## config.mk

```make
export PLATFORM = sky130hd
export DESIGN_NAME = weight_fetch_fifo_flat
export DESIGN_NICKNAME = d
export VERILOG_FILES = /design/src/rtl/ising_geom_pkg.sv /design/src/rtl/ising_ctrl_pkg.sv /design/src/rtl/ising_if.sv /design/src/rtl/weight_fetch_fifo.sv /design/src/flat_wrapper.sv
export SDC_FILE = /design/constraint.sdc
export NUM_CORES = 1
export LEC_CHECK = 0
export ABC_AREA = 1
export BUFFER_PORTS_ARGS = -buffer_cell sky130_fd_sc_hd__buf_2
export CAP_MARGIN = 20
export CORE_AREA = 2 2 204 206
export CTS_CLUSTER_DIAMETER = 100
export DETAILED_ROUTE_END_ITERATION = 6
export DIE_AREA = 0 0 206 208
export PLACE_DENSITY = 0.81
export SYNTH_ARGS = -nofsm -noshare
export SYNTH_HDL_FRONTEND = slang
export SYNTH_SLANG_ARGS = --single-unit
```

## constraint.sdc

```tcl
create_clock -name clk_i -period 13.9 [get_ports clk_i]
set_input_delay 2.78 -clock clk_i [delete_from_list [all_inputs] [get_ports clk_i]]
set_output_delay 2.78 -clock clk_i [all_outputs]
set_load 0.005 [all_outputs]
```

## src/rtl/ising_geom_pkg.sv

```systemverilog
/*
 * problem geometry of the Ising compute path
 * spin count, J and h entry widths, rows per weight word
 * derived row, word and address widths
 */

package ising_geom_pkg;

    localparam int NUM_SPIN    = 16;
    localparam int BITJ        = 4;
    localparam int PARALLELISM = 4;
    localparam int SCALING_BIT = 2;

    // one J row holds one signed entry per spin
    localparam int ROW_BITS     = NUM_SPIN * BITJ;
    localparam int DATA_J_BIT   = ROW_BITS * PARALLELISM;
    localparam int DATA_H_BIT   = NUM_SPIN * BITJ;
    localparam int J_ADDR_WIDTH = $clog2(NUM_SPIN / PARALLELISM);
    localparam int NUM_J_WORDS  = NUM_SPIN / PARALLELISM;

endpackage

```

## src/rtl/ising_ctrl_pkg.sv

```systemverilog
/*
 * control widths of the Ising compute path
 * energy width, weight buffer depth and its pointer widths
 * flip-icon address width, cycle counter width
 */

package ising_ctrl_pkg;

    localparam int ENERGY_BIT          = 32;
    localparam int FETCH_DEPTH         = 2;
    localparam int FETCH_PTR_BITS      = $clog2(FETCH_DEPTH);
    localparam int FETCH_CNT_BITS      = $clog2(FETCH_DEPTH + 1);
    localparam int ICON_ADDR_WIDTH     = 8;
    localparam int CC_COUNTER_BITWIDTH = 32;

endpackage

```

## src/rtl/ising_if.sv

```systemverilog
/*
 * spin_energy_if: candidate request and energy response
 * weight_stream_if: J word stream with last-word tag
 */


interface weight_stream_if import ising_geom_pkg::*; ();

    logic                  valid;
    logic                  ready;
    logic [DATA_J_BIT-1:0] data;
    // high on the word of the final address of a pass
    logic                  last;

    modport source (output valid, data, last, input ready);
    modport sink   (input valid, data, last, output ready);

endinterface

```

## src/rtl/weight_fetch_fifo.sv

```systemverilog
/*
 * weight fetcher
 * cyclic weight-memory reads, one pass per energy evaluation
 * small buffer of returned words with last-address tag
 */

`timescale 1ns/1ps

module weight_fetch_fifo import ising_geom_pkg::*, ising_ctrl_pkg::*; (
    input  logic                    clk_i,
    input  logic                    reset_i,
    output logic                    weight_ren_o,
    output logic [J_ADDR_WIDTH-1:0] weight_raddr_o,
    input  logic [DATA_J_BIT-1:0]   weight_rdata_i,
    weight_stream_if.source         wstream
);

    logic [DATA_J_BIT-1:0]     buf_data [FETCH_DEPTH];
    logic                      buf_last [FETCH_DEPTH];
    logic [FETCH_PTR_BITS-1:0] wr_ptr_q;
    logic [FETCH_PTR_BITS-1:0] rd_ptr_q;
    logic [FETCH_CNT_BITS-1:0] count_q;
    logic [FETCH_CNT_BITS-1:0] count_nxt;
    logic [J_ADDR_WIDTH-1:0]   raddr_q;
    logic                      ret_valid_q;
    logic                      ret_last_q;
    logic                      pop;
    logic                      issue;

    assign pop       = wstream.valid & wstream.ready;
    assign count_nxt = count_q + ret_valid_q - pop;
    // the read issued last cycle is still in flight
    assign issue     = (count_nxt + weight_ren_o) < FETCH_DEPTH;

    assign weight_raddr_o = raddr_q;
    assign wstream.valid  = (count_q != '0);
    assign wstream.data   = buf_data[rd_ptr_q];
    assign wstream.last   = buf_last[rd_ptr_q];

    always_ff @(posedge clk_i) begin
        if (reset_i) begin
            weight_ren_o <= 1'b0;
            raddr_q      <= '0;
            ret_valid_q  <= 1'b0;
            ret_last_q   <= 1'b0;
            wr_ptr_q     <= '0;
            rd_ptr_q     <= '0;
            count_q      <= '0;
        end else begin
            weight_ren_o <= issue;
            ret_valid_q  <= weight_ren_o;
            ret_last_q   <= weight_ren_o && (raddr_q == J_ADDR_WIDTH'(NUM_J_WORDS - 1));
            if (weight_ren_o) begin
                raddr_q <= (raddr_q == J_ADDR_WIDTH'(NUM_J_WORDS - 1)) ? '0 : raddr_q + 1'b1;
            end
            if (ret_valid_q) begin
                wr_ptr_q <= (wr_ptr_q == FETCH_PTR_BITS'(FETCH_DEPTH - 1)) ? '0 : wr_ptr_q + 1'b1;
            end
            if (pop) begin
                rd_ptr_q <= (rd_ptr_q == FETCH_PTR_BITS'(FETCH_DEPTH - 1)) ? '0 : rd_ptr_q + 1'b1;
            end
            count_q <= count_nxt;
        end
    end

    // returned word lands one cycle after its read enable
    always_ff @(posedge clk_i) begin
        if (ret_valid_q) begin
            buf_data[wr_ptr_q] <= weight_rdata_i;
            buf_last[wr_ptr_q] <= ret_last_q;
        end
    end

endmodule

```

## src/flat_wrapper.sv

```systemverilog
// flat-port wrapper written by rule: the top's interface ports become plain ports
module weight_fetch_fifo_flat import ising_geom_pkg::*, ising_ctrl_pkg::*;
  (clk_i, reset_i, weight_ren_o, weight_raddr_o, weight_rdata_i, wstream_valid, wstream_data, wstream_last, wstream_ready);
  weight_stream_if wstream_i ();
  input  logic clk_i;
  input  logic reset_i;
  output logic weight_ren_o;
  output logic [J_ADDR_WIDTH-1:0] weight_raddr_o;
  input  logic [DATA_J_BIT-1:0] weight_rdata_i;
  output wire logic [$bits(wstream_i.valid)-1:0] wstream_valid;
  output wire logic [$bits(wstream_i.data)-1:0] wstream_data;
  output wire logic [$bits(wstream_i.last)-1:0] wstream_last;
  input wire logic [$bits(wstream_i.ready)-1:0] wstream_ready;
  assign wstream_valid = wstream_i.valid;
  assign wstream_data = wstream_i.data;
  assign wstream_last = wstream_i.last;
  assign wstream_i.ready = wstream_ready;
  weight_fetch_fifo u_core (.clk_i(clk_i), .reset_i(reset_i), .weight_ren_o(weight_ren_o), .weight_raddr_o(weight_raddr_o), .weight_rdata_i(weight_rdata_i), .wstream(wstream_i));
endmodule
```

==> out/metrics.csv, run 1 <==
metric;value;unit
drc_errors;0;
startpoint_type;flop;
fmax;167.5;MHz
syn_area;19990;um2
ys_types;16;
mostFrequentLayoutCell;buf_2;
place_inst;1890;
post_dp_cell_area;22970;um2
avgSynthCellArea;23.19;um2
antenna_found_initial;15;
seqCellArea;15640;um2
dpl.hpwl;29170;um
worstPathRequired;11.12;ns
place.gp.congestion;0.8014;
numClockSinks;524;
grt_max_degree;170;
rsz0062_at_grt;no;
post_cts_resized;0;
cts_tree;done;
grt_pass1_vias;10430;
slew_violations;0;
synth_nets;1124;
clk_latency;0.57;ns
ant_nets;0;
cp.arrival;3.19;ns
ir_worst_vdd;0.0001228;V
period_share;0.4294;
io_pins;520;
die-area;42850;um2
finalSetupViolCount;0;
yosys_register_bits;524;
start_util;0.4928;
dieWidth;206;um
skew;0.01001;ns
final_cell_mix;buf_2 (519), edfxtp_1 (514), mux2_4 (230);
nFillCells;2865;
wl_per_cell;21.30;um
viasPerCell;5.062;
cts_root_buf;clkbuf_16;
grt-ovfl-total;0;
hp-start;u_core.ret_last_q;
cts_max_level;2;
firstDrtPassIters;5;
die_y;208;um
layout-drive-gt1-share;0.5895;
maxCapViolCount;0;
hold_viol;0;
grt_pass1_wl;60800;um
slew_headroom;0.05663;
multi_input_area;3954;um2
track_usage;0.1909;
cts_made_buffers;51;
worstMarginPinSlew;1.415;ns
status;finished clean;
path_clk_slew;0.06;ns
route.vias.total;10050;
critPathCaptureType;output port;
design_area;24570;um2
fin_cells;1985;
synthCells;862;
finalWorstSetupSlack;7.932;ns
p_leak;9.516;nW
cts_setup_buffers;0;
place_ws;8.603;ns
totalNegativeSetupSlack;0;ns
layout.nets;1673;
min_period;5.968;ns
area_growth;22.95;%
core-area;40550;um2
port-buffer-count;519;
drt_iter0_drc;616;
cp_max_fo;142;
ctsHoldBuffers;0;
critical_path_class;reg2out;
hold_class;reg2reg;
std_cell_rows;74;
synth_warnings;0;
r2r_start;u_core.wr_ptr_q;
routed_wl;42290;um
seq_area_frac_synth;0.7823;
final_util;0.6059;
power.density;173.0;nW/um2
cts.path.max_buffers;3;
==> path summary, 6_finish.rpt <==
kind / endpoint / slack, ns / depth (start not counted)
worst max-delay path: wstream_data[123] / 7.93 / 3
worst min-delay path: u_core.buf_last[0] / 0.43 / 0
worst max register to register: u_core.buf_data[1][103] / 11.23 / 3
worst min register to register: u_core.buf_last[0] / 0.43 / 0
==> area by class of cell <==
| class | count | area share |
|---|---|---|
| sequential | 524 | 0.6364 |
| inverter | 11 | 0.001986 |
| clock inverter | 27 | 0.009114 |
| multi-input combinational | 298 | 0.1609 |
| tap | 532 | 0.02709 |
| antenna | 6 | 0.0006110 |
| timing repair buffer | 525 | 0.1086 |
| clock buffer | 62 | 0.05535 |
==> synth_stat cells (all sizes together) <==
| cell | n | area [um2] |
|---|---|---|
| a21oi | 1 | 5.000 |
| edfxtp | 514 | 15430 |
| nor3 | 1 | 5.000 |
| inv | 11 | 41.29 |
| o21ai | 2 | 10.01 |
| mux2 | 257 | 3757 |
| nor2 | 15 | 56.30 |
| ha | 3 | 37.54 |
| dfxtp | 10 | 200.2 |
| nand3 | 3 | 15.01 |
| nand2 | 16 | 60.06 |
| buf | 29 | 364.1 |
==> registers in the layout (all words and copies together) (netlist names), named ones only <==
register               count
u_core.weight_raddr_o      2
u_core.weight_ren_o        1
u_core.buf_data          512
u_core.wr_ptr_q            1
u_core.ret_valid_q         1
u_core.ret_last_q          1
u_core.count_q             2
u_core.rd_ptr_q            1
u_core.buf_last            2
==> worst max-delay path: stages (launching register included) <==
cell and delay (ns):
dfxtp_4 0.98, buf_12 0.60, mux2_4 0.38, buf_2 0.13
==> kinds of logic (layout without fill, tap and decap cells) <==
kind of cell / after synthesis / after routing / share of synthesized area
AOI/OAI and AO/OA: 3 / 3 / 0.0007510
adders and majority gates: 3 / 3 / 0.001878
buffers and inverters: 40 / 625 / 0.02028
DFF: 524 / 524 / 0.7823
muxes: 257 / 257 / 0.1880
other: 0 / 6 / 0
and+or+nand+nor: 35 / 35 / 0.006823
==> where the power goes <==
| group | switching (W) | internal, W | leakage [nW] |
|---|---|---|---|
| Combinational | 0.000421 | 0.000515 | 3.96 |
| Sequential | 0.0000701 | 0.00194 | 4.77 |
| Clock | 0.000542 | 0.000764 | 0.782 |
==> per-stage QoR <==
step	hold slack (ns)	total power, W
3_5_place_dp	0.4195	0.002978
3_3_place_gp	0.4171	0.002951
4_1_cts	0.4362	0.004287
2_1_floorplan	0.4037	0.002706
5_1_grt	0.4633	0.004420
6_report	0.4340	0.004250
==> layer usage <==
metal / global-route usage / wire length (um) / vias to the layer above
li1: - / - / 4490
met1: 0.2065 / 15080 / 5028
met2: 0.3380 / 21870 / 435
met3: 0.07393 / 4262 / 83
met4: 0.06675 / 1007 / 12
met5: 0 / 71 / -
No activity file was read; power rests on OpenSTA's default activity.
==> run 2: changes to the inputs <==
Settings changed: ABC_AREA 1 to 0, CORE_AREA 2 2 204 206 to 2 2 203 205, DIE_AREA 0 0 206 208 to 0 0 205 207, PLACE_DENSITY 0.81 to 0.82.
Clock period 13.9 ns to 6.2 ns, I/O delays scaled along.
==> out/metrics.csv, run 2 <==
metric;value;unit;change
port-buffer-count;519;;unchanged
area_growth;23.25;%;was 22.95%
startpoint_type;flop;;unchanged
cts_tree;done;;unchanged
seq_area_frac_synth;0.7831;;was 0.7823
worstMarginPinSlew;1.060;ns;was 1.415 ns
holdPathStages;0;;unchanged
nFillCells;2846;;was 2865
dpl.hpwl;27240;um;was 29170 um
synth_top_area_frac;0.7730;;was 0.7723
synth_edf_count;514;;unchanged
use_met2;0.3410;;was 0.3380
core-area;40370;um2;was 40550 um2
cp.arrival;2.75;ns;was 3.19 ns
hp-start;u_core.ret_last_q;;unchanged
largest_reg_flops;512;;unchanged
ctsHoldBuffers;0;;unchanged
reg2reg_depth;2;;was 3
cts_made_buffers;51;;unchanged
clk_latency;0.58;ns;was 0.57 ns
use_met3;0.06183;;was 0.07393
synth_nets;1100;;was 1124
fin_cells;1968;;was 1985
std_cell_rows;74;;unchanged
die_y;207;um;was 208 um
routed_wl;40880;um;was 42290 um
totalNegativeSetupSlack;0;ns;unchanged
hold_viol;0;;unchanged
min_period;3.986;ns;
start_util;0.4946;;was 0.4928
finalSetupViolCount;0;;unchanged
yosys_register_bits;524;;unchanged
synth_warnings;0;;unchanged
route.vias.total;9901;;was 10050
status;finished clean;;unchanged
r2r_slack;3.71;ns;was 11.23 ns
power;0.009777;W;was 0.004250 W
numClockSinks;524;;unchanged
track_usage;0.1890;;was 0.1909
critical_path_class;reg2out;;unchanged
r2r_end;u_core.buf_data[1][181];;was u_core.buf_data[1][103]
slew_headroom;0.2930;;was 0.05663
power.density;397.3;nW/um2;was 173.0 nW/um2
place_inst;1869;;was 1890
hold_class;reg2reg;;unchanged
layout-drive-gt1-share;0.6063;;was 0.5895
p_leak;9.493;nW;was 9.516 nW
async_reset_ff_frac;0;;unchanged
skew;0.01323;ns;was 0.01001 ns
grt_max_degree;135;;was 170
mostFrequentLayoutCell;buf_2;;unchanged
fmax;250.9;MHz;
ys.flop_type;edfxtp_1;;unchanged
cts_max_level;2;;unchanged
path_clk_slew;0.06;ns;about the same
synthCells;838;;was 862
top_register;u_core.buf_data;;unchanged
wl_per_cell;20.77;um;was 21.30 um
cts_setup_buffers;0;;unchanged
period_share;0.6429;;
dieWidth;205;um;was 206 um
grt_pass1_wl;60050;um;was 60800 um
antenna_found_initial;13;;was 15
post_cts_resized;0;;unchanged
yosys.area.top_type;edfxtp_1;;unchanged
drc_errors;0;;unchanged
grt_pass1_vias;10460;;was 10430
cp_max_fo;59;;was 142
ys_types;22;;was 16
drt_iter0_drc;507;;was 616
final_cell_mix;buf_2 (519), edfxtp_1 (514), mux2_4 (230);;unchanged
avgSynthCellArea;23.83;um2;was 23.19 um2
synthTopCellsByCount;edfxtp_1 (514), mux2_4 (230), mux2_2 (29);;was edfxtp_1 (514), mux2_4 (230), mux2_2 (27)
critPathCaptureType;output port;;unchanged
viasPerCell;5.031;;was 5.062
maxCapViolCount;0;;unchanged
ant_nets;0;;unchanged
top_usage_layer;met2;;unchanged
layout.nets;1652;;was 1673
final_util;0.6096;;was 0.6059
grt-ovfl-total;0;;unchanged
die-area;42440;um2;was 42850 um2
place.gp.congestion;0.7728;;was 0.8014
r2r_start;u_core.wr_ptr_q;;unchanged
slew_violations;0;;unchanged
syn_area;19970;um2;was 19990 um2
ir_worst_vdd;0.0003057;V;was 0.0001228 V
cts.path.max_buffers;3;;unchanged
worstPathRequired;4.96;ns;was 11.12 ns
synth.most_common_cell;edfxtp_1;;unchanged
firstDrtPassIters;5;;unchanged
io_pins;520;;unchanged
hold_path_end;u_core.buf_last[1];;was u_core.buf_last[0]
rsz0062_at_grt;no;;unchanged
gr-usage-met1;0.1992;;was 0.2065
cts_root_buf;clkbuf_16;;unchanged
synth_area_leaders;edfxtp_1 (77%), mux2_4 (17%), mux2_2 (1.6%), dfxtp_1 (1.0%), buf_6 (0.85%);;was edfxtp_1 (77%), mux2_4 (17%), mux2_2 (1.5%), dfxtp_1 (1.0%), buf_6 (0.85%)
-- run 2: cell types whose count changed after synthesis, moves of 2 or more --
cell,delta
mux2_2,+2
nor2_1,-11
o21ai_0,-2
nand3_1,-3
nand2_1,-16
and2_1,+3
nor2b_1,+4
inv_1,-9
-- run 2: worst max-delay path: stages (launching register included) --
cell     delay, ns
dfxtp_4       0.98
buf_4         0.63
mux2_4        0.36
buf_2         0.13
-- run 2: per-stage QoR --
| stage | setup slack (ns) | area [um2] | hold slack [ns] |
|---|---|---|---|
| after floorplan | 1.496 | 19980 | 0.4037 |
| after global placement | 2.814 | 23000 | 0.4085 |
| after detailed placement | 2.764 | 23000 | 0.4143 |
| after CTS | 2.148 | 24590 | 0.4279 |
| after global routing | 2.065 | 24610 | 0.4437 |
| final | 2.214 | 24610 | 0.4277 |
-- run 2: worst max-delay path by stage --
| stage | endpoint | slack [ns] | cells past startpoint |
|---|---|---|---|
| after floorplan | u_core.buf_data[0][0] | 1.50 | 1 |
| after global placement | wstream_data[174] | 2.81 | 3 |
| after detailed placement | wstream_data[118] | 2.76 | 3 |
| after CTS | wstream_data[118] | 2.15 | 3 |
| after global routing | wstream_data[118] | 2.07 | 3 |
| final | wstream_data[118] | 2.21 | 3 |
-- run 2: cells by family (layout without fill, tap and decap cells) --
group	Yosys count	in the layout	share of synthesized area
buf+inv	32	624	0.01880
xor+xnor	2	2	0.001567
fa+ha+maj	3	3	0.001880
flops	524	524	0.7831
compound gates	3	3	0.0008775
simple gates	14	14	0.004011
mux	260	260	0.1898
other cells	0	6	0
-- run 2: power breakdown --
group	internal, W	total [W]	leakage (nW)	switching (W)
Clock	0.00168	0.00293	0.782	0.00124
Combinational	0.00128	0.00230	3.94	0.00102
Sequential	0.00437	0.00454	4.77	0.000172
Total	0.00734	0.00978	9.49	0.00244
-- run 2: layout make-up --
cell class | count | area (um2) | share of cell area
Inverter | 2 | 7.507 | 0.0003051
Antenna cell | 6 | 15.01 | 0.0006101
Multi-Input combinational cell | 282 | 3966 | 0.1612
Timing Repair Buffer | 529 | 2723 | 0.1106
Sequential cell | 524 | 15640 | 0.6355
Clock buffer | 63 | 1364 | 0.05542
Tap cell | 532 | 665.6 | 0.02705
Clock inverter | 30 | 229.0 | 0.009304
-- run 2: metal layers --
layer | wire [um] | part of all wire
met1 | 13950 | 0.34
met2 | 21700 | 0.53
met3 | 3740 | 0.091
met4 | 1418 | 0.035
met5 | 74 | 0.0018
==> run 3: changes to the inputs <==
Settings changed: CORE_AREA 2 2 203 205 to not set, CORE_UTILIZATION set to 48, DIE_AREA 0 0 205 207 to not set.
Clock period 6.2 ns to 3.3 ns, I/O delays scaled along.
==> out/metrics.csv, run 3 (synthesized netlist as in run 2, its figures left out) <==
metric;value;unit;change
status;finished clean;;unchanged
top_register;u_core.buf_data;;unchanged
final_util;0.6075;;was 0.6096
drt_iter0_drc;493;;was 507
cts_made_buffers;51;;unchanged
worstMarginPinSlew;0.7230;ns;was 1.060 ns
post_cts_resized;0;;unchanged
cts_setup_buffers;0;;unchanged
routed_wl;40230;um;was 40880 um
cts_root_buf;clkbuf_16;;unchanged
startpoint_type;flop;;unchanged
grt-ovfl-total;0;;unchanged
die-area;42420;um2;was 42440 um2
die_y;206.0;um;was 207 um
viasPerCell;4.991;;was 5.031
fmax;352.0;MHz;
ir_worst_vdd;0.0005495;V;was 0.0003057 V
hold_class;in2reg;;was reg2reg
slew_violations;0;;unchanged
critical-path-top-delay-family;buffers and inverters;;was flip-flops
cts_max_level;2;;unchanged
cts_tree;done;;unchanged
skew;0.01446;ns;was 0.01323 ns
layout.nets;1669;;was 1652
start_util;0.4879;;was 0.4946
final_cell_mix;buf_2 (519), edfxtp_1 (514), mux2_4 (230);;unchanged
worstPathRequired;2.64;ns;was 4.96 ns
largest_reg_flops;512;;unchanged
crit_chain;buf_12 -> mux2_4 -> buf_2;;was buf_4 -> mux2_4 -> buf_2
slew_headroom;0.5180;;was 0.2930
std_cell_rows;74;;unchanged
slowest_stage;dfxtp_4;;unchanged
critical_path_class;reg2out;;unchanged
period_share;0.8608;;
r2r_start;u_core.wr_ptr_q;;unchanged
numClockSinks;524;;unchanged
finalSetupViolCount;0;;unchanged
cts.path.max_buffers;3;;unchanged
critPathCaptureType;output port;;unchanged
place.gp.congestion;0.8449;;was 0.7728
cp_max_fo;74;;was 59
ctsHoldBuffers;0;;unchanged
critPathBufInv;2;;unchanged
hp-start;weight_rdata_i[41];;was u_core.ret_last_q
area_growth;24.51;%;was 23.25%
grt_max_degree;79;;was 135
whs;0.2766;ns;was 0.4277 ns
core-area;40920;um2;was 40370 um2
mostFrequentLayoutCell;buf_2;;unchanged
antenna_found_initial;14;;was 13
hold_viol;0;;unchanged
clk_latency;0.57;ns;was 0.58 ns
ant_nets;0;;unchanged
drc_errors;0;;unchanged
min_period;2.841;ns;
io_pins;520;;unchanged
route.vias.total;9908;;was 9901
wl_per_cell;20.26;um;was 20.77 um
path_clk_slew;0.06;ns;about the same
rsz0062_at_grt;no;;unchanged
dieWidth;206.0;um;was 205 um
dpl.hpwl;28140;um;was 27240 um
p_leak;9.614;nW;was 9.493 nW
power.density;745.0;nW/um2;was 397.3 nW/um2
firstDrtPassIters;5;;unchanged
layout-drive-gt1-share;0.6125;;was 0.6063
cp.arrival;2.18;ns;was 2.75 ns
maxCapViolCount;0;;unchanged
track_usage;0.1814;;was 0.1890
grt_pass1_vias;9993;;was 10460
max_stage_delay;0.55;ns;was 0.98 ns
grt_pass1_wl;57040;um;was 60050 um
port-buffer-count;519;;unchanged
[run 3: cell types whose count changed in the layout (fill, tap and decap cells not counted), sizes merged]
cell    delta
clkinv     -7
bufinv     +1
clkbuf     +5
inv        -1
buf       +17
diode      +2
[run 3: layer usage]
metal,global-route usage,share of wire,up-vias,routed length (um)
met1,0.2062,0.37,4886,14760
met3,0.06039,0.086,96,3475
met4,0.07747,0.030,16,1218
li1,-,-,4488,-
met5,0,0.0030,-,121
met2,0.3115,0.51,422,20650
[run 3: stage by stage]
| stage | cell area, um2 | worst slack (ns) | cells | TNS, ns | total power (W) |
|---|---|---|---|---|---|
| finish | 24860 | 0.4593 | 1985 | 0 | 0.01852 |
| global route | 24850 | 0.3520 | 1982 | 0 | 0.01926 |
| CTS | 24840 | 0.3939 | 1977 | 0 | 0.01872 |
| detailed placement | 23220 | 1.038 | 1886 | 0 | 0.01310 |
| global placement | 23220 | 1.045 | 1886 | 0 | 0.01299 |
| floorplan | 19980 | -1.329 | 838 | -526.12 | 0.01159 |
[run 3: power by group]
part,internal [W],leakage (nW),switching [W],total [W]
Clock,0.00328,0.790,0.00232,0.00559
Sequential,0.00820,4.77,0.000243,0.00844
Combinational,0.00251,4.05,0.00198,0.00449
[run 3: worst register-to-register path, stage by stage, from the launching register on]
cell     delay, ns
dfxtp_1       0.40
and2_4        0.65
buf_4         0.47
[run 3: area by class of cell]
type,instances,area [um2]
Timing Repair Buffer,546,2938
Clock inverter,23,230.2
Fill cell,2876,16060
Tap cell,532,665.6
Sequential cell,524,15640
Clock buffer,68,1393
Antenna cell,8,20.02
Inverter,2,7.507
Multi-Input combinational cell,282,3966
[run 3: worst paths after layout]
| kind | end | slack (ns) | cells past startpoint |
|---|---|---|---|
| min reg2reg | u_core.buf_last[0] | 0.45 | 0 |
| max | wstream_data[144] | 0.46 | 3 |
| max reg2reg | u_core.buf_data[1][94] | 1.43 | 2 |
| min | u_core.buf_data[0][41] | 0.28 | 1 |
