**src/rtl/ising_geom_pkg.sv**
```systemverilog
/*
 * problem geometry of the Ising compute path
 * spin count, J and h entry widths, rows per weight word
 * derived row, word and address widths
 */

package ising_geom_pkg;

    localparam int NUM_SPIN    = 16;
    localparam int BITJ        = 4;
    localparam int PARALLELISM = 4;
    localparam int SCALING_BIT = 2;

    // one J row holds one signed entry per spin
    localparam int ROW_BITS     = NUM_SPIN * BITJ;
    localparam int DATA_J_BIT   = ROW_BITS * PARALLELISM;
    localparam int DATA_H_BIT   = NUM_SPIN * BITJ;
    localparam int J_ADDR_WIDTH = $clog2(NUM_SPIN / PARALLELISM);
    localparam int NUM_J_WORDS  = NUM_SPIN / PARALLELISM;

endpackage

```
**src/rtl/ising_ctrl_pkg.sv**
```systemverilog
/*
 * control widths of the Ising compute path
 * energy width, weight buffer depth and its pointer widths
 * flip-icon address width, cycle counter width
 */

package ising_ctrl_pkg;

    localparam int ENERGY_BIT          = 32;
    localparam int FETCH_DEPTH         = 2;
    localparam int FETCH_PTR_BITS      = $clog2(FETCH_DEPTH);
    localparam int FETCH_CNT_BITS      = $clog2(FETCH_DEPTH + 1);
    localparam int ICON_ADDR_WIDTH     = 8;
    localparam int CC_COUNTER_BITWIDTH = 32;

endpackage

```
**src/rtl/ising_if.sv**
```systemverilog
/*
 * spin_energy_if: candidate request and energy response
 * weight_stream_if: J word stream with last-word tag
 */

`timescale 1ns/1ps

interface spin_energy_if import ising_geom_pkg::*, ising_ctrl_pkg::*; ();

    logic                         req_valid;
    logic                         req_ready;
    logic [NUM_SPIN-1:0]          spin;
    logic                         rsp_valid;
    logic                         rsp_ready;
    logic signed [ENERGY_BIT-1:0] energy;

    modport requester (
        output req_valid, spin, rsp_ready,
        input  req_ready, rsp_valid, energy
    );

    modport evaluator (
        input  req_valid, spin, rsp_ready,
        output req_ready, rsp_valid, energy
    );

endinterface


```
**src/rtl/flip_manager.sv**
```systemverilog
/*
 * flip manager
 * start and config edge detection, accepted spin and energy,
 * flip-icon reads, candidate requests and accept decisions,
 * compute-cycle counter with sticky overflow
 */

`timescale 1ns/1ps

module flip_manager import ising_geom_pkg::*, ising_ctrl_pkg::*; (
    input  logic                           clk_i,
    input  logic                           reset_i,
    input  logic                           config_valid_i,
    input  logic [NUM_SPIN-1:0]            spin_initial_i,
    input  logic                           cmpt_en_i,
    input  logic                           en_comparison_i,
    input  logic [ICON_ADDR_WIDTH-1:0]     icon_last_i,
    output logic                           flip_ren_o,
    output logic [ICON_ADDR_WIDTH-1:0]     flip_raddr_o,
    input  logic [NUM_SPIN-1:0]            flip_rdata_i,
    spin_energy_if.requester               req,
    output logic                           update_o,
    output logic [NUM_SPIN-1:0]            spin_o,
    output logic [ENERGY_BIT-1:0]          energy_o,
    output logic                           cmpt_idle_o,
    output logic [CC_COUNTER_BITWIDTH-1:0] cmpt_cycle_cnt_o,
    output logic                           cmpt_cycle_cnt_overflow_o
);

    logic                         config_dly_q;
    logic                         cmpt_en_dly_q;
    logic                         config_pulse;
    logic                         start_pulse;
    logic                         run_start;
    logic                         running_q;
    logic                         baseline_q;
    logic                         req_valid_q;
    logic                         icon_vld_q;
    logic [ICON_ADDR_WIDTH-1:0]   icon_addr_q;
    logic [NUM_SPIN-1:0]          cand_q;
    logic [NUM_SPIN-1:0]          spin_q;
    logic signed [ENERGY_BIT-1:0] energy_q;
    logic                         rsp_hs;
    logic                         accept;
    logic                         more_icons;

    // level inputs turned into single-cycle pulses
    assign config_pulse = config_valid_i & ~config_dly_q;
    assign start_pulse  = cmpt_en_i & ~cmpt_en_dly_q;
    assign run_start    = start_pulse & ~running_q;

    assign rsp_hs     = req.rsp_valid & req.rsp_ready;
    // baseline energy is always taken
    assign accept     = baseline_q | ~en_comparison_i | (req.energy < energy_q);
    assign more_icons = icon_addr_q < icon_last_i;

    assign req.req_valid = req_valid_q;
    assign req.spin      = cand_q;
    assign req.rsp_ready = running_q;
    assign flip_raddr_o  = icon_addr_q;
    assign cmpt_idle_o   = ~running_q;
    assign spin_o        = spin_q;
    assign energy_o      = energy_q;

    always_ff @(posedge clk_i) begin
        if (reset_i) begin
            config_dly_q  <= 1'b0;
            cmpt_en_dly_q <= 1'b0;
            running_q     <= 1'b0;
            baseline_q    <= 1'b0;
            req_valid_q   <= 1'b0;
            flip_ren_o    <= 1'b0;
            icon_vld_q    <= 1'b0;
            icon_addr_q   <= '0;
            update_o      <= 1'b0;
        end else begin
            config_dly_q  <= config_valid_i;
            cmpt_en_dly_q <= cmpt_en_i;
            update_o      <= rsp_hs & accept;
            icon_vld_q    <= flip_ren_o;
            flip_ren_o    <= rsp_hs & more_icons;
            if (flip_ren_o) begin
                icon_addr_q <= icon_addr_q + 1'b1;
            end
            if (run_start) begin
                running_q   <= 1'b1;
                baseline_q  <= 1'b1;
                req_valid_q <= 1'b1;
                icon_addr_q <= '0;
            end else begin
                if (req.req_valid && req.req_ready) begin
                    req_valid_q <= 1'b0;
                end
                if (icon_vld_q) begin
                    req_valid_q <= 1'b1;
                end
                if (rsp_hs) begin
                    baseline_q <= 1'b0;
                    if (!more_icons) begin
                        running_q <= 1'b0;
                    end
                end
            end
        end
    end

    // accepted state and candidate
    always_ff @(posedge clk_i) begin
        if (config_pulse && !running_q) begin
            spin_q <= spin_initial_i;
        end else if (rsp_hs && accept) begin
            spin_q   <= cand_q;
            energy_q <= req.energy;
        end
        if (run_start) begin
            cand_q <= spin_q;
        end else if (icon_vld_q) begin
            cand_q <= spin_q ^ flip_rdata_i;
        end
    end

    always_ff @(posedge clk_i) begin
        if (reset_i || run_start) begin
            cmpt_cycle_cnt_o          <= '0;
            cmpt_cycle_cnt_overflow_o <= 1'b0;
        end else if (running_q) begin
            cmpt_cycle_cnt_o <= cmpt_cycle_cnt_o + 1'b1;
            if (&cmpt_cycle_cnt_o) begin
                cmpt_cycle_cnt_overflow_o <= 1'b1;
            end
        end
    end

endmodule

```
**src/flat_wrapper.sv**
```systemverilog
// flat-port wrapper written by rule: the top's interface ports become plain ports
module flip_manager_flat import ising_geom_pkg::*, ising_ctrl_pkg::*;
  (clk_i, reset_i, config_valid_i, spin_initial_i, cmpt_en_i, en_comparison_i, icon_last_i, flip_ren_o, flip_raddr_o, flip_rdata_i, update_o, spin_o, energy_o, cmpt_idle_o, cmpt_cycle_cnt_o, cmpt_cycle_cnt_overflow_o, req_req_valid, req_spin, req_rsp_ready, req_req_ready, req_rsp_valid, req_energy);
  spin_energy_if req_i ();
  input  logic clk_i;
  input  logic reset_i;
  input  logic config_valid_i;
  input  logic [NUM_SPIN-1:0] spin_initial_i;
  input  logic cmpt_en_i;
  input  logic en_comparison_i;
  input  logic [ICON_ADDR_WIDTH-1:0] icon_last_i;
  output logic flip_ren_o;
  output logic [ICON_ADDR_WIDTH-1:0] flip_raddr_o;
  input  logic [NUM_SPIN-1:0] flip_rdata_i;
  output logic update_o;
  output logic [NUM_SPIN-1:0] spin_o;
  output logic [ENERGY_BIT-1:0] energy_o;
  output logic cmpt_idle_o;
  output logic [CC_COUNTER_BITWIDTH-1:0] cmpt_cycle_cnt_o;
  output logic cmpt_cycle_cnt_overflow_o;
  output wire logic [$bits(req_i.req_valid)-1:0] req_req_valid;
  output wire logic [$bits(req_i.spin)-1:0] req_spin;
  output wire logic [$bits(req_i.rsp_ready)-1:0] req_rsp_ready;
  input wire logic [$bits(req_i.req_ready)-1:0] req_req_ready;
  input wire logic [$bits(req_i.rsp_valid)-1:0] req_rsp_valid;
  input wire logic [$bits(req_i.energy)-1:0] req_energy;
  assign req_req_valid = req_i.req_valid;
  assign req_spin = req_i.spin;
  assign req_rsp_ready = req_i.rsp_ready;
  assign req_i.req_ready = req_req_ready;
  assign req_i.rsp_valid = req_rsp_valid;
  assign req_i.energy = req_energy;
  flip_manager u_core (.clk_i(clk_i), .reset_i(reset_i), .config_valid_i(config_valid_i), .spin_initial_i(spin_initial_i), .cmpt_en_i(cmpt_en_i), .en_comparison_i(en_comparison_i), .icon_last_i(icon_last_i), .flip_ren_o(flip_ren_o), .flip_raddr_o(flip_raddr_o), .flip_rdata_i(flip_rdata_i), .req(req_i), .update_o(update_o), .spin_o(spin_o), .energy_o(energy_o), .cmpt_idle_o(cmpt_idle_o), .cmpt_cycle_cnt_o(cmpt_cycle_cnt_o), .cmpt_cycle_cnt_overflow_o(cmpt_cycle_cnt_overflow_o));
endmodule
```
**config.mk**
```make
export PLATFORM = sky130hd
export DESIGN_NAME = flip_manager_flat
export DESIGN_NICKNAME = d
export VERILOG_FILES = /design/src/rtl/ising_geom_pkg.sv /design/src/rtl/ising_ctrl_pkg.sv /design/src/rtl/ising_if.sv /design/src/rtl/flip_manager.sv /design/src/flat_wrapper.sv
export SDC_FILE = /design/constraint.sdc
export NUM_CORES = 1
export LEC_CHECK = 0
export ABC_AREA = 1
export BUFFER_PORTS_ARGS = -buffer_cell sky130_fd_sc_hd__buf_2
export CAP_MARGIN = 40
export CORE_UTILIZATION = 40
export CTS_CLUSTER_SIZE = 14
export DETAILED_ROUTE_END_ITERATION = 8
export PLACE_DENSITY = 0.64
export SLEW_MARGIN = 20
export SYNTH_ARGS = -nofsm -noshare
export SYNTH_HDL_FRONTEND = slang
export SYNTH_SLANG_ARGS = --single-unit
```
**constraint.sdc**
```tcl
create_clock -name clk_i -period 2.8 [get_ports clk_i]
set_input_delay 0.28 -clock clk_i [delete_from_list [all_inputs] [get_ports clk_i]]
set_output_delay 0.28 -clock clk_i [all_outputs]
set_load 0.01 [all_outputs]
```
==> summary.md, run 1 <==
| Metric | Value |
|---|---|
| Outcome | `finished, final reports clean` |
| Flop-to-flop setup slack | `between 0.6 and 0.7 ns` |
| Seq/Total Area, Yosys | `about half` |
| Die area | `approximately 15000 sq um` |
| Dpl cell area | `6860 sq um` |
| Seq cells post-synth | `between 100 and 150` |
| Worst-margin pin slew | `0.644 ns` |
| Post-CTS sizing | `0` |
| Critical path's top delay family | `simple AND/OR/NAND/NOR gates` |
| Vias in the first global route | `4368` |
| CTS max path bufs | `2` |
| Total internal power | `3400 uW` |
| Clk pwr share | `roughly 47%` |
| Clock root cell | `clkbuf_16` |
| Synth Area in Adders | `under 10%` |
| Number of post-CTS setup repair buffers | `0` |
| Syn-to-layout area delta | `31.3%` |
| Max stage delay cell, worst path | `edfxtp_1` |
| FILL cells | `1271` |
| Buf/Inv on CP | `2` |
| DP HPWL | `10.3 mm` |
| Detailed Route Iter0 Violations | `224` |
| Combinational power share | `approximately a tenth` |
| Largest fanout on the critical path | `16` |
| Share of layout cells above drive strength 1 | `a little under a third` |
| Clock transition at path regs | `around 0.05 ns` |
| Hold WS | `0.0663 ns` |
| Die Ht | `approximately 120 microns` |
| Max VDD drop | `about 0.39 mV` |
| Max-cap viol count | `0` |
| FF+latch area | `2900 sq um` |
| Post-route clock period utilization | `78.5%` |
| Dpl ws | `slightly below 0.6 ns` |
| Final hold violations | `0` |
| Critical setup path kind | `reg -> reg` |
| # rows | `43` |
| Post-route DRC | `0` |
| Synth cell types | `35` |
| Global-route wire length before repair | `21.1 mm` |
| GP Congestion | `0.827` |
| Slew HR | `between 50% and 60%` |
| Total GRT Usage | `about a fifth` |
| Initial antenna violation count | `1` |
| Final instance area | `7450 sq um` |
| Htree depth | `4` |
| Clock Sinks | `~110` |
| TritonCTS buffer count | `17` |
| Critical path's most frequent cell | `nand3_1` |
| Required time of the critical path | `slightly below 3 ns` |
| CP arrival | `~2.3 ns` |
| Antenna-violating nets left | `0` |
| 1st-pass router iterations | `5` |
| Synth Cell Area | `~5700 sq um` |
| CP peak stage delay | `slightly above 0.4 ns` |
| Final worst path period need | `between 2 and 2.5 ns` |
| Lkg Pwr | `between 0.003 and 0.004 uW` |
| Crit end category | `flop` |
| Sum Neg Setup Slack | `0 ns` |
| Post-synth top flop | `edfxtp_1` |
| Total Nets Final | `934` |
| Drt total wl | `approximately 14 mm` |
| Initial Util | `about two fifths` |
| Hold_buf cts | `0` |
| RSZ-0062 raised after global routing | `no` |
| Skew-Pair Late Insertion Delay | `just over 0.4 ns` |
| Hold crit path type | `in -> reg` |
| Routed vias/inst | `between 4 and 5` |
| Crit start category | `flop` |
| CTS tree | `built` |
| Post-synthesis mux area share | `between 3 and 4%` |
| Combinational family with the most area after synthesis | `simple AND/OR/NAND/NOR gates` |
| # diodes | `0` |
| Skew final | `roughly 0.0090 ns` |
| Post-layout util | `approximately 54%` |
| Fraction of the mapped netlist area in simple logic gates | `about a fifth` |
| Port Buf Inserts | `188` |
| R2r startpoint | `u_core.energy_o[29]` |
| Max-slew violations | `0` |
| Final setup fails | `0` |
| Complex-gate fraction of the synthesized area | `6.62%` |
| Area of the multi-input gates | `2340 sq um` |
| Number of placed I/O pins | `~190` |
| Seq pwr share | `43.2%` |
| F_max | `roughly 0.46 GHz` |
| Mean area per synthesized cell | `a little over 9 sq um` |
| Sw Ratio | `a little under a quarter` |
| Routed vias | `4762` |
| Post-synthesis xor/xnor area fraction | `3.86%` |
| Die width | `between 100 and 150 microns` |
| Number of flops mapped to enable cells by yosys | `64` |
| Worst Setup SP | `u_core.energy_o[29]` |
| CP Cell Sequence | `inv_1, ha_1, a21oi_1, nor2_1, nor2_1, nand3_1, a21oi_1, nand3_1, nand3_1, nand2_1, nand2_1, buf_4` |
| Power Density | `about 590 nW/um^2` |
| Final setup margin | `~0.60 ns` |
| Psw | `between 900 and 1000 uW` |
| Synthesized netlist net count | `roughly 730` |
| Core area | `approximately 14000 sq um` |
| Post-Syn Instances | `608` |
| Drt wl/cell | `13.4 microns` |
| Overflow after GRT | `0` |
| Hold path startpoint | `req_energy[0]` |
| Asr flop ratio synth | `0%` |
| Ys Warns | `0` |
| Largest net degree at the start of global routing | `33` |
## metal layers
layer  track usage (%)  share of wire (%)  up-vias
met3              5.50                7.6       18
li1                  -                  -     2426
met5                 0               0.13        -
met2              30.4                 46      166
met4              6.79                1.3        2
met1              23.8                 45     2150
## layout by cell type (no fill, tap or decap), types with 4 or more instances in the layout
master	count
nor2_1	59
buf_2	188
o21ai_0	23
nand2_1	107
mux2_2	16
nand4_1	9
nor3_1	14
buf_4	5
clkbuf_16	17
nand3_1	20
inv_1	100
a21oi_1	41
ha_1	40
nor3_2	4
xnor2_1	19
edfxtp_1	64
xor2_1	6
dfxtp_1	49
## sequential cells by signal (all words and copies together) (netlist names), 8 cells and up
register,cells
u_core.cmpt_cycle_cnt_o,32
u_core.req.spin,16
u_core.spin_o,16
u_core.energy_o,32
u_core.flip_raddr_o,8
## cell families (layout without fill, tap and decap cells)
| family | after synthesis | count (layout) |
|---|---|---|
| adder cells (fa/ha/maj) | 40 | 40 |
| XOR/XNOR | 25 | 25 |
| AND/OR/NAND/NOR | 232 | 232 |
| flip-flops | 113 | 113 |
| multiplexers | 16 | 16 |
| AO/OA/AOI/OAI | 72 | 72 |
| buffers and inverters | 110 | 330 |
## metrics by stage
step	std cells	power, uW
2_1_floorplan	608	2170
4_1_cts	1007	4450
6_report	1008	4390
3_5_place_dp	975	2370
5_1_grt	1008	4570
3_3_place_gp	975	2360
## final cells by class
type                       count  area share, %
multi-input combinational    385           31.4
sequential                   113           39.0
inverter                     103           5.26
timing repair buffer         195           13.6
clock inverter                11           1.53
clock buffer                  21           6.18
tap                          180           3.02
## cell usage after synthesis, types with 3 or more instances
library cell  count  share of area [%]
nor2_1           59                3.9
nor3_1           14                1.2
nor2_2            3               0.33
nand2_2           3               0.33
edfxtp_1         64                 34
inv_1           100                6.6
ha_1             40                8.8
nand4_1           9               0.99
o21ai_0          23                2.0
mux2_2           16                3.2
xor2_1            6               0.93
buf_2             4               0.35
nor3_2            4               0.71
dfxtp_1          49                 17
nor4_1            3               0.33
nand2_1         107                7.1
a21oi_1          41                3.6
o21a_1            3               0.40
nand3_1          20                1.8
xnor2_1          19                2.9
## path summary, 6_finish.rpt
| kind | endpoint | cells after the start |
|---|---|---|
| setup / recovery | u_core.spin_o[7] | 12 |
| hold reg to reg | u_core.cmpt_cycle_cnt_overflow_o | 1 |
| setup reg to reg | u_core.spin_o[7] | 12 |
| hold / removal | u_core.energy_o[0] | 1 |
## power groups by stage
| stage | Sequential, uW | Clock [uW] | Combinational [uW] |
|---|---|---|---|
| 3_3_place_gp | 1930 | 0 | 424 |
| 3_5_place_dp | 1930 | 0 | 433 |
| 4_1_cts | 1900 | 2110 | 437 |
| 6_report | 1900 | 2060 | 434 |
| 2_1_floorplan | 1960 | 0 | 213 |
| 5_1_grt | 1910 | 2170 | 492 |
No activity file was read; power rests on OpenSTA's default activity.
==> run 2: changes to the inputs <==
- clock period: 2.8 -> 2.2 ns (I/O delays scaled with it)
==> summary.md, run 2 (same netlist as run 1, synthesis figures left out) <==
| Metric | Value |
|---|---|
| Hold crit path type | `in -> reg` |
| F_max | `roughly 0.45 GHz` |
| Clock Sinks | `about 110` |
| CTS tree | `built` |
| R2r startpoint | `u_core.energy_o[9]` |
| Post-route clock period utilization | `100%` |
| 1st-pass router iterations | `4` |
| Largest net degree at the start of global routing | `22` |
| Initial antenna violation count | `0` |
| CP arrival | `~2.4 ns` |
| Required time of the critical path | `roughly 2.4 ns` |
| Routed vias/inst | `roughly 4.7` |
| RSZ-0062 raised after global routing | `yes` |
| Drt wl/cell | `~14 microns` |
| Worst-margin pin slew | `about 0.46 ns` |
| Hold Crit Endpoint | `u_core.energy_o[1]` |
| Initial Util | `40.9%` |
| Lkg Pwr | `roughly 0.0036 uW` |
| Most common cell after layout, fill and taps aside | `buf_2` |
| Reg2reg end | `u_core.energy_o[22]` |
| Max-slew violations | `0` |
| CTS max path bufs | `2` |
| Core area | `~14000 sq um` |
| Largest fanout on the critical path | `18` |
| Global-route wire length before repair | `roughly 21 mm` |
| GP Congestion | `between 0.8 and 0.9` |
| # rows | `43` |
| Tot Pwr | `5800 uW` |
| Skew final | `around 0.0073 ns` |
| Depth of the worst register-to-register path | `13` |
| Htree depth | `4` |
| Outcome | `finished, final reports clean` |
| Critical setup path kind | `reg -> reg` |
| Most frequent cells in the layout | `185 x buf_2, 102 x nand2_1, 96 x inv_1` |
| Die Ht | `about 120 microns` |
| Hold depth | `1` |
| Max-cap viol count | `0` |
| Hold path startpoint | `req_energy[1]` |
| Die area | `between 10000 and 15000 sq um` |
| Max VDD drop | `0.418 mV` |
| Crit end category | `flop` |
| Dpl cell area | `slightly below 7000 sq um` |
| Critical path's most frequent cell | `nand2_1` |
| CP Cell Sequence | `inv_1, ha_1, a21oi_1, o21ai_1, a21oi_1, nand2_1, nand2_1, nand2_1, nand2_1, nand3_2, nand2_4, clkinvlp_4, buf_12` |
| Skew-Pair Late Insertion Delay | `0.41 ns` |
| Flop-to-flop setup slack | `around 0.0011 ns` |
| Slew HR | `a little over two thirds` |
| Total GRT Usage | `a little under a fifth` |
| Final setup fails | `0` |
| Number of placed I/O pins | `about 190` |
| Total Nets Final | `about 960` |
| Final hold violations | `0` |
| DP HPWL | `10.2 mm` |
| Critical path's top delay family | `simple AND/OR/NAND/NOR gates` |
| Overflow after GRT | `0` |
| Antenna-violating nets left | `0` |
| Clock transition at path regs | `roughly 0.050 ns` |
| Die width | `~120 microns` |
| Share of layout cells above drive strength 1 | `35.3%` |
| Final worst path period need | `~2.2 ns` |
| Post-layout util | `about 57%` |
| Port Buf Inserts | `188` |
| TritonCTS buffer count | `17` |
| Crit start category | `flop` |
| Power Density | `727 nW/um^2` |
| Buf/Inv on CP | `3` |
| Drt total wl | `about 14 mm` |
| Clock root cell | `clkbuf_16` |
| Final instance area | `between 7000 and 8000 sq um` |
| Vias in the first global route | `4492` |
| Detailed Route Iter0 Violations | `between 200 and 250` |
| Post-route DRC | `0` |
| Max stage delay cell, worst path | `edfxtp_1` |
| Syn-to-layout area delta | `40.6%` |
| # diodes | `0` |
| CP peak stage delay | `about 0.39 ns` |
| Routed vias | `about 4900` |
[run 2: layout make-up]
class,instances,area [sq um]
clock buffers,17,425
clock inverters,15,168
fillers,1229,5910
inverters,103,395
multi-input cells,385,2580
flip-flops and latches,113,2900
well taps,180,225
repair buffers,217,1270
[run 2: worst max-delay path by stage]
| stage | startpoint | endpoint | slack (ns) | cells after the start |
|---|---|---|---|---|
| 2_1_floorplan | u_core.energy_o[5] | u_core.energy_o[0] | -0.1 | 14 |
| 3_3_place_gp | u_core.energy_o[5] | u_core.energy_o[18] | 0.13 | 15 |
| 3_5_place_dp | u_core.energy_o[5] | u_core.energy_o[19] | 0.07 | 15 |
| 4_1_cts | req_energy[29] | u_core.energy_o[23] | 0.03 | 14 |
| 5_1_grt | u_core.energy_o[9] | u_core.energy_o[22] | -0.13 | 13 |
| 6_report | u_core.energy_o[9] | u_core.energy_o[22] | 0.001 | 13 |
[run 2: repair_timing]
item,in CTS,in global routing
setup endpoints to repair,0,48
buffers inserted,0,1
endpoints found under the hold margin,19,1
gates resized for setup,0,39
hold buffers,19,1
[run 2: through the flow]
stage | TNS, ns | cells | hold slack (ns) | setup slack (ns)
3_3_place_gp | 0 | 979 | 0.413 | 0.134
5_1_grt | -4.52 | 1030 | 0.00266 | -0.133
6_report | 0 | 1030 | 0.0138 | 0.00110
2_1_floorplan | -3.10 | 608 | 0.289 | -0.0967
4_1_cts | 0 | 1030 | 0.000442 | 0.0276
3_5_place_dp | 0 | 979 | 0.413 | 0.0705
[run 2: routing by layer]
layer  wire length, microns  track usage, %
met1                   6190            23.6
met2                   6820            31.1
met3                    824            5.31
met4                    279            7.10
met5                      0               0
[run 2: where the power goes]
group / leakage [uW] / total, uW / internal (uW) / switching (uW)
registers: 0.000993 / 2410 / 2360 / 52.8
logic: 0.00238 / 662 / 321 / 341
clock network: 0.000276 / 2730 / 1770 / 960
total: 0.00365 / 5800 / 4450 / 1350
==> run 3: changes to the inputs <==
- CORE_UTILIZATION: 40 -> 51
- PLACE_DENSITY: 0.64 -> 0.79
==> summary.md, run 3 (same netlist as run 1, synthesis figures left out) <==
| Metric | Value |
|---|---|
| Clock transition at path regs | `0.06 ns` |
| Final hold violations | `0` |
| Sum Neg Setup Slack | `-9.32 ns` |
| Skew-Pair Late Insertion Delay | `around 0.53 ns` |
| 1st-pass router iterations | `5` |
| Total internal power | `4580 uW` |
| Syn-to-layout area delta | `44.7%` |
| Max VDD drop | `between 0.4 and 0.5 mV` |
| Seq pwr share | `approximately 40%` |
| CTS max path bufs | `2` |
| Number of placed I/O pins | `between 150 and 200` |
| Die area | `~12000 sq um` |
| Combinational power share | `roughly an eighth` |
| Die Ht | `between 100 and 150 microns` |
| Largest net degree at the start of global routing | `22` |
| Clk pwr share | `between 40% and 50%` |
| Skew final | `0.0113 ns` |
| Crit end category | `flop` |
| Share of layout cells above drive strength 1 | `35.9%` |
| Hold crit path type | `in -> reg` |
| Max-cap viol count | `0` |
| Core area | `roughly 11000 sq um` |
| Htree depth | `4` |
| Final instance area | `8210 sq um` |
| Critical setup path kind | `reg -> reg` |
| Most frequent cells in the layout | `188 x buf_2, 101 x nand2_1, 94 x inv_1` |
| Most common cell after layout, fill and taps aside | `buf_2` |
| R2r startpoint | `u_core.energy_o[15]` |
| Global-route wire length before repair | `24.2 mm` |
| Post-route DRC | `0` |
| # diodes | `0` |
| Total GRT Usage | `a little over a quarter` |
| Failing checks | `negative setup slack` |
| Drt total wl | `around 18 mm` |
| Routed vias/inst | `approximately 5.4` |
| Drt wl/cell | `17.7 microns` |
| Worst-margin pin slew | `about 0.65 ns` |
| RSZ-0062 raised after global routing | `yes` |
| F_max | `around 0.41 GHz` |
| Vias in the first global route | `around 5000` |
| Max-slew violations | `0` |
| Lkg Pwr | `roughly 0.0038 uW` |
| Slew HR | `56.6%` |
| Post-route clock period utilization | `112%` |
| Routed vias | `between 5000 and 6000` |
| Clock root cell | `clkbuf_8` |
| Outcome | `complete, but fails checks` |
| GP Congestion | `slightly below 0.9` |
| Largest fanout on the critical path | `10` |
| Sw Ratio | `between 20% and 30%` |
| Tot Pwr | `~6000 uW` |
| Port Buf Inserts | `approximately 190` |
| Clock Sinks | `between 100 and 150` |
| DP HPWL | `between 10 and 15 mm` |
| Die width | `107 microns` |
| Worst Setup SP | `u_core.energy_o[15]` |
| Crit start category | `flop` |
| Psw | `approximately 1400 uW` |
| Final setup margin | `-0.266 ns` |
| CP arrival | `around 2.8 ns` |
| TritonCTS buffer count | `17` |
| Antenna-violating nets left | `0` |
| Power Density | `between 700 and 800 nW/um^2` |
| Detailed Route Iter0 Violations | `between 300 and 400` |
| Required time of the critical path | `around 2.5 ns` |
| # rows | `38` |
| Final worst path period need | `roughly 2.5 ns` |
| Initial antenna violation count | `0` |
| Overflow after GRT | `0` |
| Dpl cell area | `6860 sq um` |
| CTS tree | `built` |
| Total Nets Final | `~1000` |
| Final setup fails | `between 40 and 50` |
| Hold path startpoint | `spin_initial_i[10]` |
| Initial Util | `52.3%` |
-- run 3: path summary, 6_finish.rpt --
path                                       to  slack, ns  cells past startpoint
max                       u_core.energy_o[29]      -0.27                     13
min                         u_core.spin_o[10]      0.009                      2
max reg2reg               u_core.energy_o[29]      -0.27                     13
min reg2reg  u_core.cmpt_cycle_cnt_overflow_o       0.47                      1
-- run 3: worst max-delay path, cell delays in order (launching register included) --
cell	delay [ns]
edfxtp_1	0.43
inv_1	0.13
ha_4	0.21
a21oi_1	0.15
o21ai_0	0.17
a21oi_2	0.19
nand2_2	0.09
nand2_2	0.09
nand2_1	0.05
nand2_1	0.07
nand3_2	0.08
nand2_2	0.11
clkinvlp_4	0.20
clkbuf_16	0.24
-- run 3: final cells by class --
type	instances	area, sq um
tap	140	175
sequential	113	2900
clock buffer	24	524
fill	680	2630
multi-input combinational	385	2590
timing repair buffer	245	1530
inverter	103	395
clock inverter	8	93.8
-- run 3: what timing repair did --
action | 4_1_cts | 5_1_grt
setup endpoints to repair | 48 | 48
hold endpoints to repair | 38 | 0
gates cloned | 0 | 2
setup buffers | 1 | 7
resized for setup | 2 | 43
hold buffers | 38 | 0
pin swaps | 0 | 9
-- run 3: per-stage QoR --
stage | hold WS [ns] | setup slack (ns) | util (%) | cells
after floorplan | 0.289 | -0.0967 | - | 608
final | 0.00937 | -0.266 | 75.8 | 1018
after global placement | 0.416 | 0.115 | 63.3 | 938
after detailed placement | 0.418 | 0.0207 | 63.3 | 938
after global routing | 0.00615 | -0.374 | 75.8 | 1018
after CTS | 0.00490 | -0.0172 | 72.6 | 1009
-- run 3: routing by layer --
layer	up-vias	GRT usage (%)	part of all wire, %
li1	2528	-	-
met1	2565	30.5	37
met2	299	48.5	51
met3	69	7.69	7.7
met4	0	12.0	4.4
met5	-	0	0
-- run 3: power groups by stage --
stage,combinational (uW),sequential (uW),clock [uW]
after global placement,549,2450,0
after floorplan,274,2490,0
after detailed placement,572,2460,0
after global routing,811,2430,2950
after CTS,639,2420,2840
final,750,2420,2850
